**src/source/trace_reg_pkg.sv**
```systemverilog
/* Trace sniffer register block definitions
   Address map, widths, reset values and shared bus and config types */

package trace_reg_pkg;

   ////////////////////////////////////////
   // Widths and fixed values
   ////////////////////////////////////////
   localparam int byte_w      = 8;
   localparam int bytecnt_w   = 7;
   localparam int match_rules = 8;
   localparam int buffer_w    = 64;        // Pattern and mask width

   localparam logic [1:0]          select_code = 2'd2;
   localparam logic [buffer_w-1:0] trace_name  = 64'h6563_6172_546d_7241; // "ArmTrace", byte 0 = 'A'
   localparam logic [byte_w-1:0]   trace_rev   = 8'h01;

   ////////////////////////////////////////
   // Register addresses (low 6 bits)
   ////////////////////////////////////////
   localparam logic [5:0] reg_name                = 6'd0;
   localparam logic [5:0] reg_rev                 = 6'd1;
   localparam logic [5:0] reg_pattern_enable      = 6'd2;
   localparam logic [5:0] reg_pattern_trig_enable = 6'd3;
   localparam logic [5:0] reg_trace_width         = 6'd4;
   localparam logic [5:0] reg_soft_trig_passthru  = 6'd5;
   localparam logic [5:0] reg_soft_trig_enable    = 6'd6;
   localparam logic [5:0] reg_capture_raw         = 6'd7;
   localparam logic [5:0] reg_record_syncs        = 6'd8;
   localparam logic [5:0] reg_synchronized        = 6'd9;
   localparam logic [5:0] reg_stat                = 6'd10;
   localparam logic [5:0] reg_trigger_freq        = 6'd11;
   localparam logic [5:0] reg_fe_freq             = 6'd12;
   localparam logic [5:0] reg_trace_count         = 6'd13;
   localparam logic [5:0] reg_pattern_base        = 6'd16; // Rules 0..7 at 16..23
   localparam logic [5:0] reg_mask_base           = 6'd24; // Rules 0..7 at 24..31
   localparam logic [5:0] reg_swo_enable          = 6'd32;
   localparam logic [5:0] reg_swo_bitrate_div     = 6'd33;
   localparam logic [5:0] reg_uart_stop_bits      = 6'd34;
   localparam logic [5:0] reg_uart_data_bits      = 6'd35;
   localparam logic [5:0] reg_uart_parity         = 6'd36;
   localparam logic [5:0] reg_trace_en            = 6'd37;
   localparam logic [5:0] reg_trace_reset_sync    = 6'd38;
   localparam logic [5:0] reg_traceclk_phase      = 6'd39;

   // Non-zero reset values
   localparam logic [2:0]          rst_trace_width        = 3'd4; // 4-lane trace
   localparam logic                rst_soft_trig_passthru = 1'b1;
   localparam logic                rst_soft_trig_enable   = 1'b1;
   localparam logic                rst_capture_raw        = 1'b1;
   localparam logic [15:0]         rst_swo_bitrate_div    = 16'd7;
   localparam logic [1:0]          rst_uart_stop_bits     = 2'd1;
   localparam logic [3:0]          rst_uart_data_bits     = 4'd8;
   localparam logic [buffer_w-1:0] rst_mask               = {buffer_w{1'b1}};

   ////////////////////////////////////////
   // Shared types
   ////////////////////////////////////////
   typedef struct packed {
      logic [7:0]           address;    // Top 2 bits pick the block
      logic [bytecnt_w-1:0] bytecnt;
      logic [byte_w-1:0]    write_data;
      logic                 read;       // Data due one cycle later
      logic                 write;
      logic                 addrvalid;
   } reg_bus_t;

   typedef struct packed {
      logic accept_errors;              // Bit 2
      logic parity_enabled;             // Bit 1
      logic parity_bit;                 // Bit 0
   } parity_fields_t;

   // Written and read as one raw word, consumed by the UART as flags
   typedef union packed {
      logic [2:0]     raw;
      parity_fields_t fields;
   } parity_cfg_u;

   typedef struct packed {
      logic [match_rules-1:0] pattern_enable;
      logic [match_rules-1:0] pattern_trig_enable;
      logic [2:0]             trace_width;
      logic                   soft_trig_passthru;
      logic                   soft_trig_enable;
      logic                   capture_raw;
      logic                   record_syncs;
      logic                   trace_en;
      logic                   swo_enable;
      logic [15:0]            swo_bitrate_div;
      logic [1:0]             uart_stop_bits;
      logic [3:0]             uart_data_bits;
      parity_cfg_u            uart_parity;
   } trace_cfg_t;

   typedef struct packed {
      logic        synchronized;
      logic        swo_cdc_overflow;
      logic [31:0] trigger_freq;
      logic [31:0] fe_freq;
      logic        phase_locked;
   } trace_status_t;

   typedef struct packed {
      logic [buffer_w-1:0] pattern;
      logic [buffer_w-1:0] mask;
   } rule_cfg_t;

endpackage

```
**src/source/reg_bus_decode.sv**
```systemverilog
/* Register bus decoder
   Block select, control write gate and one-hot rule byte strobes */

`timescale 1ns/1ns

module reg_bus_decode
   import trace_reg_pkg::*;
(
   input  reg_bus_t               bus,
   output logic                   selected,
   output logic                   ctrl_write,
   output logic [match_rules-1:0] pattern_write,
   output logic [match_rules-1:0] mask_write,
   output logic [2:0]             byte_lane
);

   logic [5:0] reg_addr;

   ////////////////////////////////////////
   // Block select
   ////////////////////////////////////////

   assign selected = bus.addrvalid && (bus.address[7:6] == select_code);
   assign reg_addr = bus.address[5:0];

   // Control regs compare the address themselves
   assign ctrl_write = selected && bus.write;

   // Byte position within a 64-bit pattern or mask
   assign byte_lane = bus.bytecnt[2:0];

   ////////////////////////////////////////
   // Rule strobes
   ////////////////////////////////////////

   always_comb begin
      pattern_write = '0;
      mask_write    = '0;
      for (int n = 0; n < match_rules; n++) begin
         // One strobe per rule slice
         pattern_write[n] = ctrl_write && (reg_addr == reg_pattern_base + 6'(n));
         mask_write[n]    = ctrl_write && (reg_addr == reg_mask_base + 6'(n));
      end
   end

endmodule

```
**src/source/match_rule_regs.sv**
```systemverilog
/* Match rule slice
   One 64-bit pattern and mask pair, written one byte lane at a time */

`timescale 1ns/1ns

module match_rule_regs
   import trace_reg_pkg::*;
(
   input  logic              usb_clk,
   input  logic              reset_i,
   input  logic              pattern_write,
   input  logic              mask_write,
   input  logic [2:0]        byte_lane,
   input  logic [byte_w-1:0] write_data,
   output rule_cfg_t         rule
);

   ////////////////////////////////////////
   // Pattern and mask storage
   ////////////////////////////////////////

   always_ff @(posedge usb_clk) begin
      if (reset_i) begin
         rule.pattern <= '0;
         rule.mask    <= rst_mask;           // Match nothing until set
      end else begin
         if (pattern_write) begin
            rule.pattern[byte_lane*byte_w +: byte_w] <= write_data;
         end
         if (mask_write) begin
            rule.mask[byte_lane*byte_w +: byte_w] <= write_data;
         end
      end
   end

   // Decoder must address pattern and mask banks disjointly
   a_strobe_exclusive: assert property (
      @(posedge usb_clk) disable iff (reset_i)
      !(pattern_write && mask_write)
   ) else $error("Pattern and mask strobes high together");

endmodule

```
**src/source/trace_ctrl_regs.sv**
```systemverilog
/* Capture and SWO/UART control registers
   Also makes the resync and phase load pulses and keeps the phase-done latch */

`timescale 1ns/1ns

module trace_ctrl_regs
   import trace_reg_pkg::*;
(
   input  logic        usb_clk,
   input  logic        reset_i,
   input  logic        ctrl_write,
   input  reg_bus_t    bus,
   input  logic        phase_done,
   output trace_cfg_t  cfg,
   output logic        reset_sync,
   output logic        phase_load,
   output logic [15:0] phase_requested,
   output logic        phase_done_latched
);

   logic [5:0] reg_addr;
   logic       byte_hi;          // Upper byte of 16-bit registers
   logic       resync_req;
   logic       resync_req_r;

   assign reg_addr = bus.address[5:0];
   assign byte_hi  = bus.bytecnt[0];

   ////////////////////////////////////////
   // Register writes
   ////////////////////////////////////////

   always_ff @(posedge usb_clk) begin
      if (reset_i) begin
         cfg.pattern_enable      <= '0;
         cfg.pattern_trig_enable <= '0;
         cfg.trace_width         <= rst_trace_width;
         cfg.soft_trig_passthru  <= rst_soft_trig_passthru;
         cfg.soft_trig_enable    <= rst_soft_trig_enable;
         cfg.capture_raw         <= rst_capture_raw;
         cfg.record_syncs        <= 1'b0;
         cfg.trace_en            <= 1'b0;
         cfg.swo_enable          <= 1'b0;
         cfg.swo_bitrate_div     <= rst_swo_bitrate_div;
         cfg.uart_stop_bits      <= rst_uart_stop_bits;
         cfg.uart_data_bits      <= rst_uart_data_bits;
         cfg.uart_parity.raw     <= 3'd0;  // Parity off
         phase_requested         <= '0;
      end else if (ctrl_write) begin
         case (reg_addr)
            reg_pattern_enable:      cfg.pattern_enable <= bus.write_data[match_rules-1:0];
            reg_pattern_trig_enable: cfg.pattern_trig_enable <= bus.write_data[match_rules-1:0];
            reg_trace_width:         cfg.trace_width <= bus.write_data[2:0];
            reg_soft_trig_passthru:  cfg.soft_trig_passthru <= bus.write_data[0];
            reg_soft_trig_enable:    cfg.soft_trig_enable <= bus.write_data[0];
            reg_capture_raw:         cfg.capture_raw <= bus.write_data[0];
            reg_record_syncs:        cfg.record_syncs <= bus.write_data[0];
            reg_trace_en:            cfg.trace_en <= bus.write_data[0];
            reg_swo_enable:          cfg.swo_enable <= bus.write_data[0];
            reg_swo_bitrate_div: begin
               cfg.swo_bitrate_div[byte_hi*byte_w +: byte_w] <= bus.write_data;
            end
            reg_uart_stop_bits:      cfg.uart_stop_bits <= bus.write_data[1:0];
            reg_uart_data_bits:      cfg.uart_data_bits <= bus.write_data[3:0];
            reg_uart_parity:         cfg.uart_parity.raw <= bus.write_data[2:0];
            reg_traceclk_phase: begin
               phase_requested[byte_hi*byte_w +: byte_w] <= bus.write_data;
            end
            default: ;
         endcase
      end
   end

   ////////////////////////////////////////
   // Pulses and phase-done latch
   ////////////////////////////////////////

   always_ff @(posedge usb_clk) begin
      if (reset_i) begin
         resync_req         <= 1'b0;
         resync_req_r       <= 1'b0;
         phase_load         <= 1'b0;
         phase_done_latched <= 1'b0;
      end else begin
         resync_req   <= ctrl_write && (reg_addr == reg_trace_reset_sync);
         resync_req_r <= resync_req;

         // Load fires on the high byte, after both bytes are in
         phase_load <= ctrl_write && (reg_addr == reg_traceclk_phase)
                       && (bus.bytecnt == bytecnt_w'(1));

         if (phase_load) begin
            phase_done_latched <= 1'b0;   // New request pending
         end else if (phase_done) begin
            phase_done_latched <= 1'b1;
         end
      end
   end

   assign reset_sync = resync_req & ~resync_req_r;   // Rising edge only

   a_resync_single: assert property (
      @(posedge usb_clk) disable iff (reset_i)
      reset_sync |=> !reset_sync
   ) else $error("reset_sync high for more than one cycle");

endmodule

```
**src/source/reg_read_mux.sv**
```systemverilog
/* Register read multiplexer
   Picks the addressed byte and registers it onto read_data */

`timescale 1ns/1ns

module reg_read_mux
   import trace_reg_pkg::*;
(
   input  logic                               usb_clk,
   input  reg_bus_t                           bus,
   input  logic                               selected,
   input  trace_cfg_t                         cfg,
   input  rule_cfg_t [match_rules-1:0]        rules,
   input  logic [match_rules-1:0][byte_w-1:0] trace_counts,
   input  trace_status_t                      status,
   input  logic                               phase_done_latched,
   output logic [byte_w-1:0]                  read_data
);

   logic [5:0]          reg_addr;
   logic [2:0]          lane8;      // Byte of a 64-bit value
   logic [1:0]          lane4;      // Byte of a 32-bit value
   logic                lane2;      // Byte of a 16-bit value
   logic [2:0]          rule_idx;
   logic [buffer_w-1:0] count_word;
   logic [byte_w-1:0]   read_next;

   assign reg_addr = bus.address[5:0];
   assign lane8    = bus.bytecnt[2:0];
   assign lane4    = bus.bytecnt[1:0];
   assign lane2    = bus.bytecnt[0];
   assign rule_idx = reg_addr[2:0];        // Rule banks are 8-aligned

   // Rule 0 count sits in the top byte
   always_comb begin
      count_word = '0;
      for (int n = 0; n < match_rules; n++) begin
         count_word[(match_rules-1-n)*byte_w +: byte_w] = trace_counts[n];
      end
   end

   ////////////////////////////////////////
   // Byte select
   ////////////////////////////////////////

   always_comb begin
      read_next = '0;
      if (selected && bus.read) begin
         case (reg_addr)
            reg_name:                read_next = trace_name[lane8*byte_w +: byte_w];
            reg_rev:                 read_next = trace_rev;
            reg_pattern_enable:      read_next = byte_w'(cfg.pattern_enable);
            reg_pattern_trig_enable: read_next = byte_w'(cfg.pattern_trig_enable);
            reg_trace_width:         read_next = byte_w'(cfg.trace_width);
            reg_soft_trig_passthru:  read_next = byte_w'(cfg.soft_trig_passthru);
            reg_soft_trig_enable:    read_next = byte_w'(cfg.soft_trig_enable);
            reg_capture_raw:         read_next = byte_w'(cfg.capture_raw);
            reg_record_syncs:        read_next = byte_w'(cfg.record_syncs);
            reg_synchronized:        read_next = byte_w'(status.synchronized);
            reg_stat:                read_next = byte_w'(status.swo_cdc_overflow);
            reg_trigger_freq:        read_next = status.trigger_freq[lane4*byte_w +: byte_w];
            reg_fe_freq:             read_next = status.fe_freq[lane4*byte_w +: byte_w];
            reg_trace_count:         read_next = count_word[lane8*byte_w +: byte_w];
            reg_swo_enable:          read_next = byte_w'(cfg.swo_enable);
            reg_swo_bitrate_div:     read_next = cfg.swo_bitrate_div[lane2*byte_w +: byte_w];
            reg_uart_stop_bits:      read_next = byte_w'(cfg.uart_stop_bits);
            reg_uart_data_bits:      read_next = byte_w'(cfg.uart_data_bits);
            reg_uart_parity:         read_next = byte_w'(cfg.uart_parity.raw);
            reg_trace_en:            read_next = byte_w'(cfg.trace_en);
            reg_traceclk_phase: begin
               read_next = {6'b0, status.phase_locked, phase_done_latched};
            end
            default: begin
               // Pattern and mask banks
               if (reg_addr[5:3] == reg_pattern_base[5:3]) begin
                  read_next = rules[rule_idx].pattern[lane8*byte_w +: byte_w];
               end else if (reg_addr[5:3] == reg_mask_base[5:3]) begin
                  read_next = rules[rule_idx].mask[lane8*byte_w +: byte_w];
               end
            end
         endcase
      end
   end

   ////////////////////////////////////////
   // Read stage
   ////////////////////////////////////////

   always_ff @(posedge usb_clk) begin
      read_data <= read_next;     // Valid the cycle after read
   end

endmodule

```
**src/source/reg_trace.sv**
```systemverilog
/* Trace sniffer register block top level
   Bus decoder, eight match rule slices, control registers and read path */

`timescale 1ns/1ns

module reg_trace
   import trace_reg_pkg::*;
(
   input  logic                               usb_clk,
   input  logic                               reset_i,
   input  reg_bus_t                           bus,
   input  trace_status_t                      status,
   input  logic [match_rules-1:0][byte_w-1:0] trace_counts,
   input  logic                               phase_done,
   output logic [byte_w-1:0]                  read_data,
   output logic                               selected,
   output trace_cfg_t                         cfg,
   output rule_cfg_t [match_rules-1:0]        rules,
   output logic                               reset_sync,
   output logic                               phase_load,
   output logic [15:0]                        phase_requested
);

   logic                   ctrl_write;
   logic [match_rules-1:0] pattern_write;
   logic [match_rules-1:0] mask_write;
   logic [2:0]             byte_lane;
   logic                   phase_done_latched;

   reg_bus_decode u_decode (
      .bus           (bus),
      .selected      (selected),
      .ctrl_write    (ctrl_write),
      .pattern_write (pattern_write),
      .mask_write    (mask_write),
      .byte_lane     (byte_lane)
   );

   ////////////////////////////////////////
   // Match rule slices
   ////////////////////////////////////////

   for (genvar n = 0; n < match_rules; n++) begin : g_rule
      match_rule_regs u_rule (
         .usb_clk       (usb_clk),
         .reset_i       (reset_i),
         .pattern_write (pattern_write[n]),
         .mask_write    (mask_write[n]),
         .byte_lane     (byte_lane),
         .write_data    (bus.write_data),
         .rule          (rules[n])
      );
   end

   trace_ctrl_regs u_ctrl (
      .usb_clk            (usb_clk),
      .reset_i            (reset_i),
      .ctrl_write         (ctrl_write),
      .bus                (bus),
      .phase_done         (phase_done),
      .cfg                (cfg),
      .reset_sync         (reset_sync),
      .phase_load         (phase_load),
      .phase_requested    (phase_requested),
      .phase_done_latched (phase_done_latched)
   );

   reg_read_mux u_read (
      .usb_clk            (usb_clk),
      .bus                (bus),
      .selected           (selected),
      .cfg                (cfg),
      .rules              (rules),
      .trace_counts       (trace_counts),
      .status             (status),
      .phase_done_latched (phase_done_latched),
      .read_data          (read_data)
   );

endmodule

```
**config.mk**
```make
export PLATFORM = sky130hd
export DESIGN_NAME = reg_trace
export DESIGN_NICKNAME = d
export VERILOG_FILES = /design/src/source/trace_reg_pkg.sv /design/src/source/reg_bus_decode.sv /design/src/source/match_rule_regs.sv /design/src/source/trace_ctrl_regs.sv /design/src/source/reg_read_mux.sv /design/src/source/reg_trace.sv
export SDC_FILE = /design/constraint.sdc
export NUM_CORES = 2
export LEC_CHECK = 0
export BUFFER_PORTS_ARGS = -buffer_cell sky130_fd_sc_hd__buf_2
export CAP_MARGIN = 20
export CORE_AREA = 3 3 489 491
export DETAILED_ROUTE_END_ITERATION = 8
export DIE_AREA = 0 0 492 494
export SLEW_MARGIN = 20
export SYNTH_ARGS = -nofsm -noshare
export SYNTH_HDL_FRONTEND = slang
export SYNTH_HIERARCHICAL = 1
export SYNTH_SLANG_ARGS = --single-unit
```
**constraint.sdc**
```tcl
create_clock -name usb_clk -period 8.2 [get_ports usb_clk]
set_clock_uncertainty 0.15 [all_clocks]
set_input_delay 1.23 -clock usb_clk [delete_from_list [all_inputs] [get_ports usb_clk]]
set_output_delay 1.23 -clock usb_clk [all_outputs]
set_load 0.005 [all_outputs]
```
==> flow_summary.json <==
{
  "htreeDepth": 4,
  "cellLeakagePower_nw": 29.5,
  "worst_ir_drop_vdd_mv": 0.182,
  "cts_buffers": 136,
  "crit_path_end_kind": "register",
  "post_cts_buffers": 0,
  "grt_use_total": 0.298,
  "crit_family": "multiplexers",
  "arrival_ns": 5.32,
  "grt_overflow": 0,
  "ys_seq_area_frac": 0.380,
  "gp_congestion": 0.963,
  "finalHoldViolCount": 0,
  "vias": 57200,
  "r2r_cells": 7,
  "die_h_um": 494,
  "multi_input_area_um2": 33100,
  "cts.repair.resized": 0,
  "clk_pin_slew_ns": 0.07,
  "worstSetupPathType": "in -> reg",
  "critPathMaxFanout": 89,
  "whs_path_depth": 1,
  "synth_area_leader_cell": "dfxtp_1",
  "wl_per_cell_um": 38.1,
  "synth_top_area_frac": 0.380,
  "worst-endpoint-required_ns": 8.74,
  "cp_num_buf_inv": 2,
  "drv_slew": 0,
  "die_w_um": 492,
  "ys_ff_latch": 1102,
  "nets": 6958,
  "ys_warn_count": 6,
  "grt_pass1_wl_um": 499000,
  "fin_crit_sh": 0.583,
  "min_period_ns": 4.78,
  "area_growth_pct": 22.9,
  "postSynthAreaPerCell_um2": 9.98,
  "hp-class": "reg -> reg",
  "outcome": "complete, no violations",
  "antenna_found_initial": 62,
  "start_util": 0.247,
  "ys_types": 105,
  "setup_viol": 0,
  "ios": 1261,
  "detail_route.drc_violations": 0,
  "slowest_delay_ns": 0.82,
  "rsz0062_at_grt": "false",
  "worstSetupPathDepth": 8,
  "async_reset_ff_frac": 0,
  "cts.hold.buffers_added": 0,
  "num_rows": 178,
  "io_buffers": 1260,
  "critPathLaunchType": "primary input",
  "seqCellArea_um2": 22100,
  "ant_nets": 0,
  "viasPerCell": 5.71,
  "dominantRegCellSynth": "dfxtp_1",
  "power_density_nw_per_um2": 184,
  "fmax_ghz": 0.209,
  "dr.pass1.iters": 8,
  "cts_num_sinks": 1102,
  "cp_cell_sequence": "buf_8 > buf_12 > mux4_2 > mux2i_1 > a211o_1 > a21oi_1 > nor4_1 > a221oi_1",
  "netlist_instances": 5824,
  "p_total_mw": 13.1,
  "worstMarginPinSlew_ns": 1.19,
  "coreArea_um2": 235000,
  "fill_cells": 24500,
  "drive_gt1_frac": 0.308,
  "cap_violations": 0,
  "syn_area_um2": 58100,
  "die-area_um2": 243000,
  "clkLatencyLatePin_ns": 0.84,
  "grt_pass1_vias": 52700,
  "root_buffer": "clkbuf_16",
  "clockBufferDepth": 3,
  "maxSlewHeadroom": 0.203,
  "cts_tree": "yes",
  "tns_ns": 0,
  "post-dp-hpwl_um": 298000,
  "synth_nets": 6029,
  "critPathSlowestCell": "mux2i_1",
  "netlist_top_cells_area": "dfxtp_1 (38%), mux2i_1 (16%), mux4_2 (11%), nand2_1 (5.3%), nor2_1 (3.9%)",
  "finalWirelength_um": 382000,
  "drtIter0Drc": 8167,
  "grt_max_degree": 191,
  "synth-edff-count": 0
}
-- per-layer routing --
metal	global-route usage	routed length [um]	vias up	share of wire
li1	-	-	23300	-
met2	0.461	168000	4295	0.44
met4	0.134	20400	34	0.053
met5	0	230	-	0.00060
met3	0.0923	45200	677	0.12
met1	0.381	149000	28900	0.39
-- path summary, 6_finish.rpt --
| path | from | endpoint | slack [ns] |
|---|---|---|---|
| max | bus[19] | u_read/read_data[1] | 3.42 |
| min | u_ctrl/phase_load | u_ctrl/phase_done_latched | 0.29 |
| max reg2reg | g_rule[6].u_rule/rule[32] | u_read/read_data[0] | 4.93 |
| min reg2reg | u_ctrl/phase_load | u_ctrl/phase_done_latched | 0.29 |
-- synthesized netlist by cell type (11+ instances only) --
cell,n
a31oi_1,183
nor3_1,33
mux4_2,280
nor2b_1,16
nor3b_1,13
buf_4,29
dfxtp_1,1102
o311ai_0,87
mux2_2,20
or2_2,17
nand3_1,16
nand4b_1,13
buf_1,34
nor2_2,16
o22ai_1,11
nand4_4,18
clkbuf_1,296
nand4_2,16
or3_1,28
ha_1,45
nor4b_1,61
nor2_1,611
nor4bb_1,13
mux2i_1,938
a22oi_1,89
nand2b_1,71
buf_2,160
o21ai_0,67
o31ai_1,19
nand2_1,827
inv_1,28
nand4_1,255
a21oi_1,46
mux4_1,26
nor3_4,35
o311ai_1,28
buf_6,41
-- metrics by stage --
stage / hold slack (ns) / utilization / std cells / area [um2] / setup WS (ns)
2_1_floorplan: 0.274 / - / 5824 / 58100 / 4.10
3_3_place_gp: 0.261 / 0.283 / 9762 / 66500 / 2.68
3_5_place_dp: 0.269 / 0.283 / 9765 / 66500 / 2.71
4_1_cts: 0.282 / 0.303 / 10000 / 71300 / 3.60
5_1_grt: 0.299 / 0.303 / 10000 / 71400 / 3.48
6_report: 0.286 / 0.304 / 10000 / 71400 / 3.42
-- cells in the final DEF, fill, tap and decap left out, types with 12 or more instances in the layout --
master / n
nand4_1: 255
nor2_2: 21
o21ai_0: 67
nand3_1: 16
clkbuf_16: 136
inv_1: 27
dfxtp_1: 1102
nor3b_1: 12
buf_4: 112
nor4b_1: 61
or2_2: 17
nor3_1: 32
mux4_1: 26
buf_2: 1247
mux2_2: 20
nor3_4: 35
nand2_1: 827
or3_1: 28
o311ai_0: 87
mux2i_1: 938
a22oi_1: 89
nand4_4: 18
o31ai_1: 12
bufinv_16: 12
clkbuf_1: 23
mux4_2: 280
clkbuf_8: 37
nand2b_1: 71
nand4b_1: 13
diode_2: 15
nand4_2: 16
a21oi_1: 46
nor2_1: 604
a31oi_1: 183
o311ai_1: 28
ha_1: 41
-- registers in the layout (all words and copies together), names as in the netlist --
| name | cells |
|---|---|
| g_rule.u_rule/rule | 1024 |
| u_ctrl/cfg | 50 |
| u_ctrl/phase_requested | 16 |
| u_read/read_data | 8 |
| u_ctrl/phase_done_latched | 1 |
| u_ctrl/phase_load | 1 |
| u_ctrl/resync_req | 1 |
| u_ctrl/resync_req_r | 1 |
-- worst register-to-register path: stages, from the launching register on --
cell	delay (ns)
dfxtp_1	0.43
mux4_1	0.69
mux4_2	0.55
and3_1	0.21
a311oi_1	0.47
buf_4	0.22
and3_1	0.30
a311oi_1	0.08
-- final cells by class --
type / count / area share
antenna: 15 / 0.000526
clock buffer: 196 / 0.0560
clock inverter: 47 / 0.0111
inverter: 39 / 0.00205
multi-input combinational: 4102 / 0.464
sequential: 1102 / 0.309
tap: 3150 / 0.0552
timing repair buffer: 1372 / 0.102
-- where the power goes --
group / internal, mW / switching (mW)
Sequential: 5.35 / 0.00191
Clock: 3.82 / 2.72
Combinational: 0.300 / 0.939
-- logic make-up after synthesis --
kind of cell               Yosys count  share of synthesized area
adders and majority gates           45                    0.00969
buffers and inverters              620                     0.0535
muxes                             1264                      0.286
and+or+nand+nor                   2183                      0.198
AOI/OAI and AO/OA                  610                     0.0739
DFF                               1102                      0.380
Power figures use the tool's default switching activity.
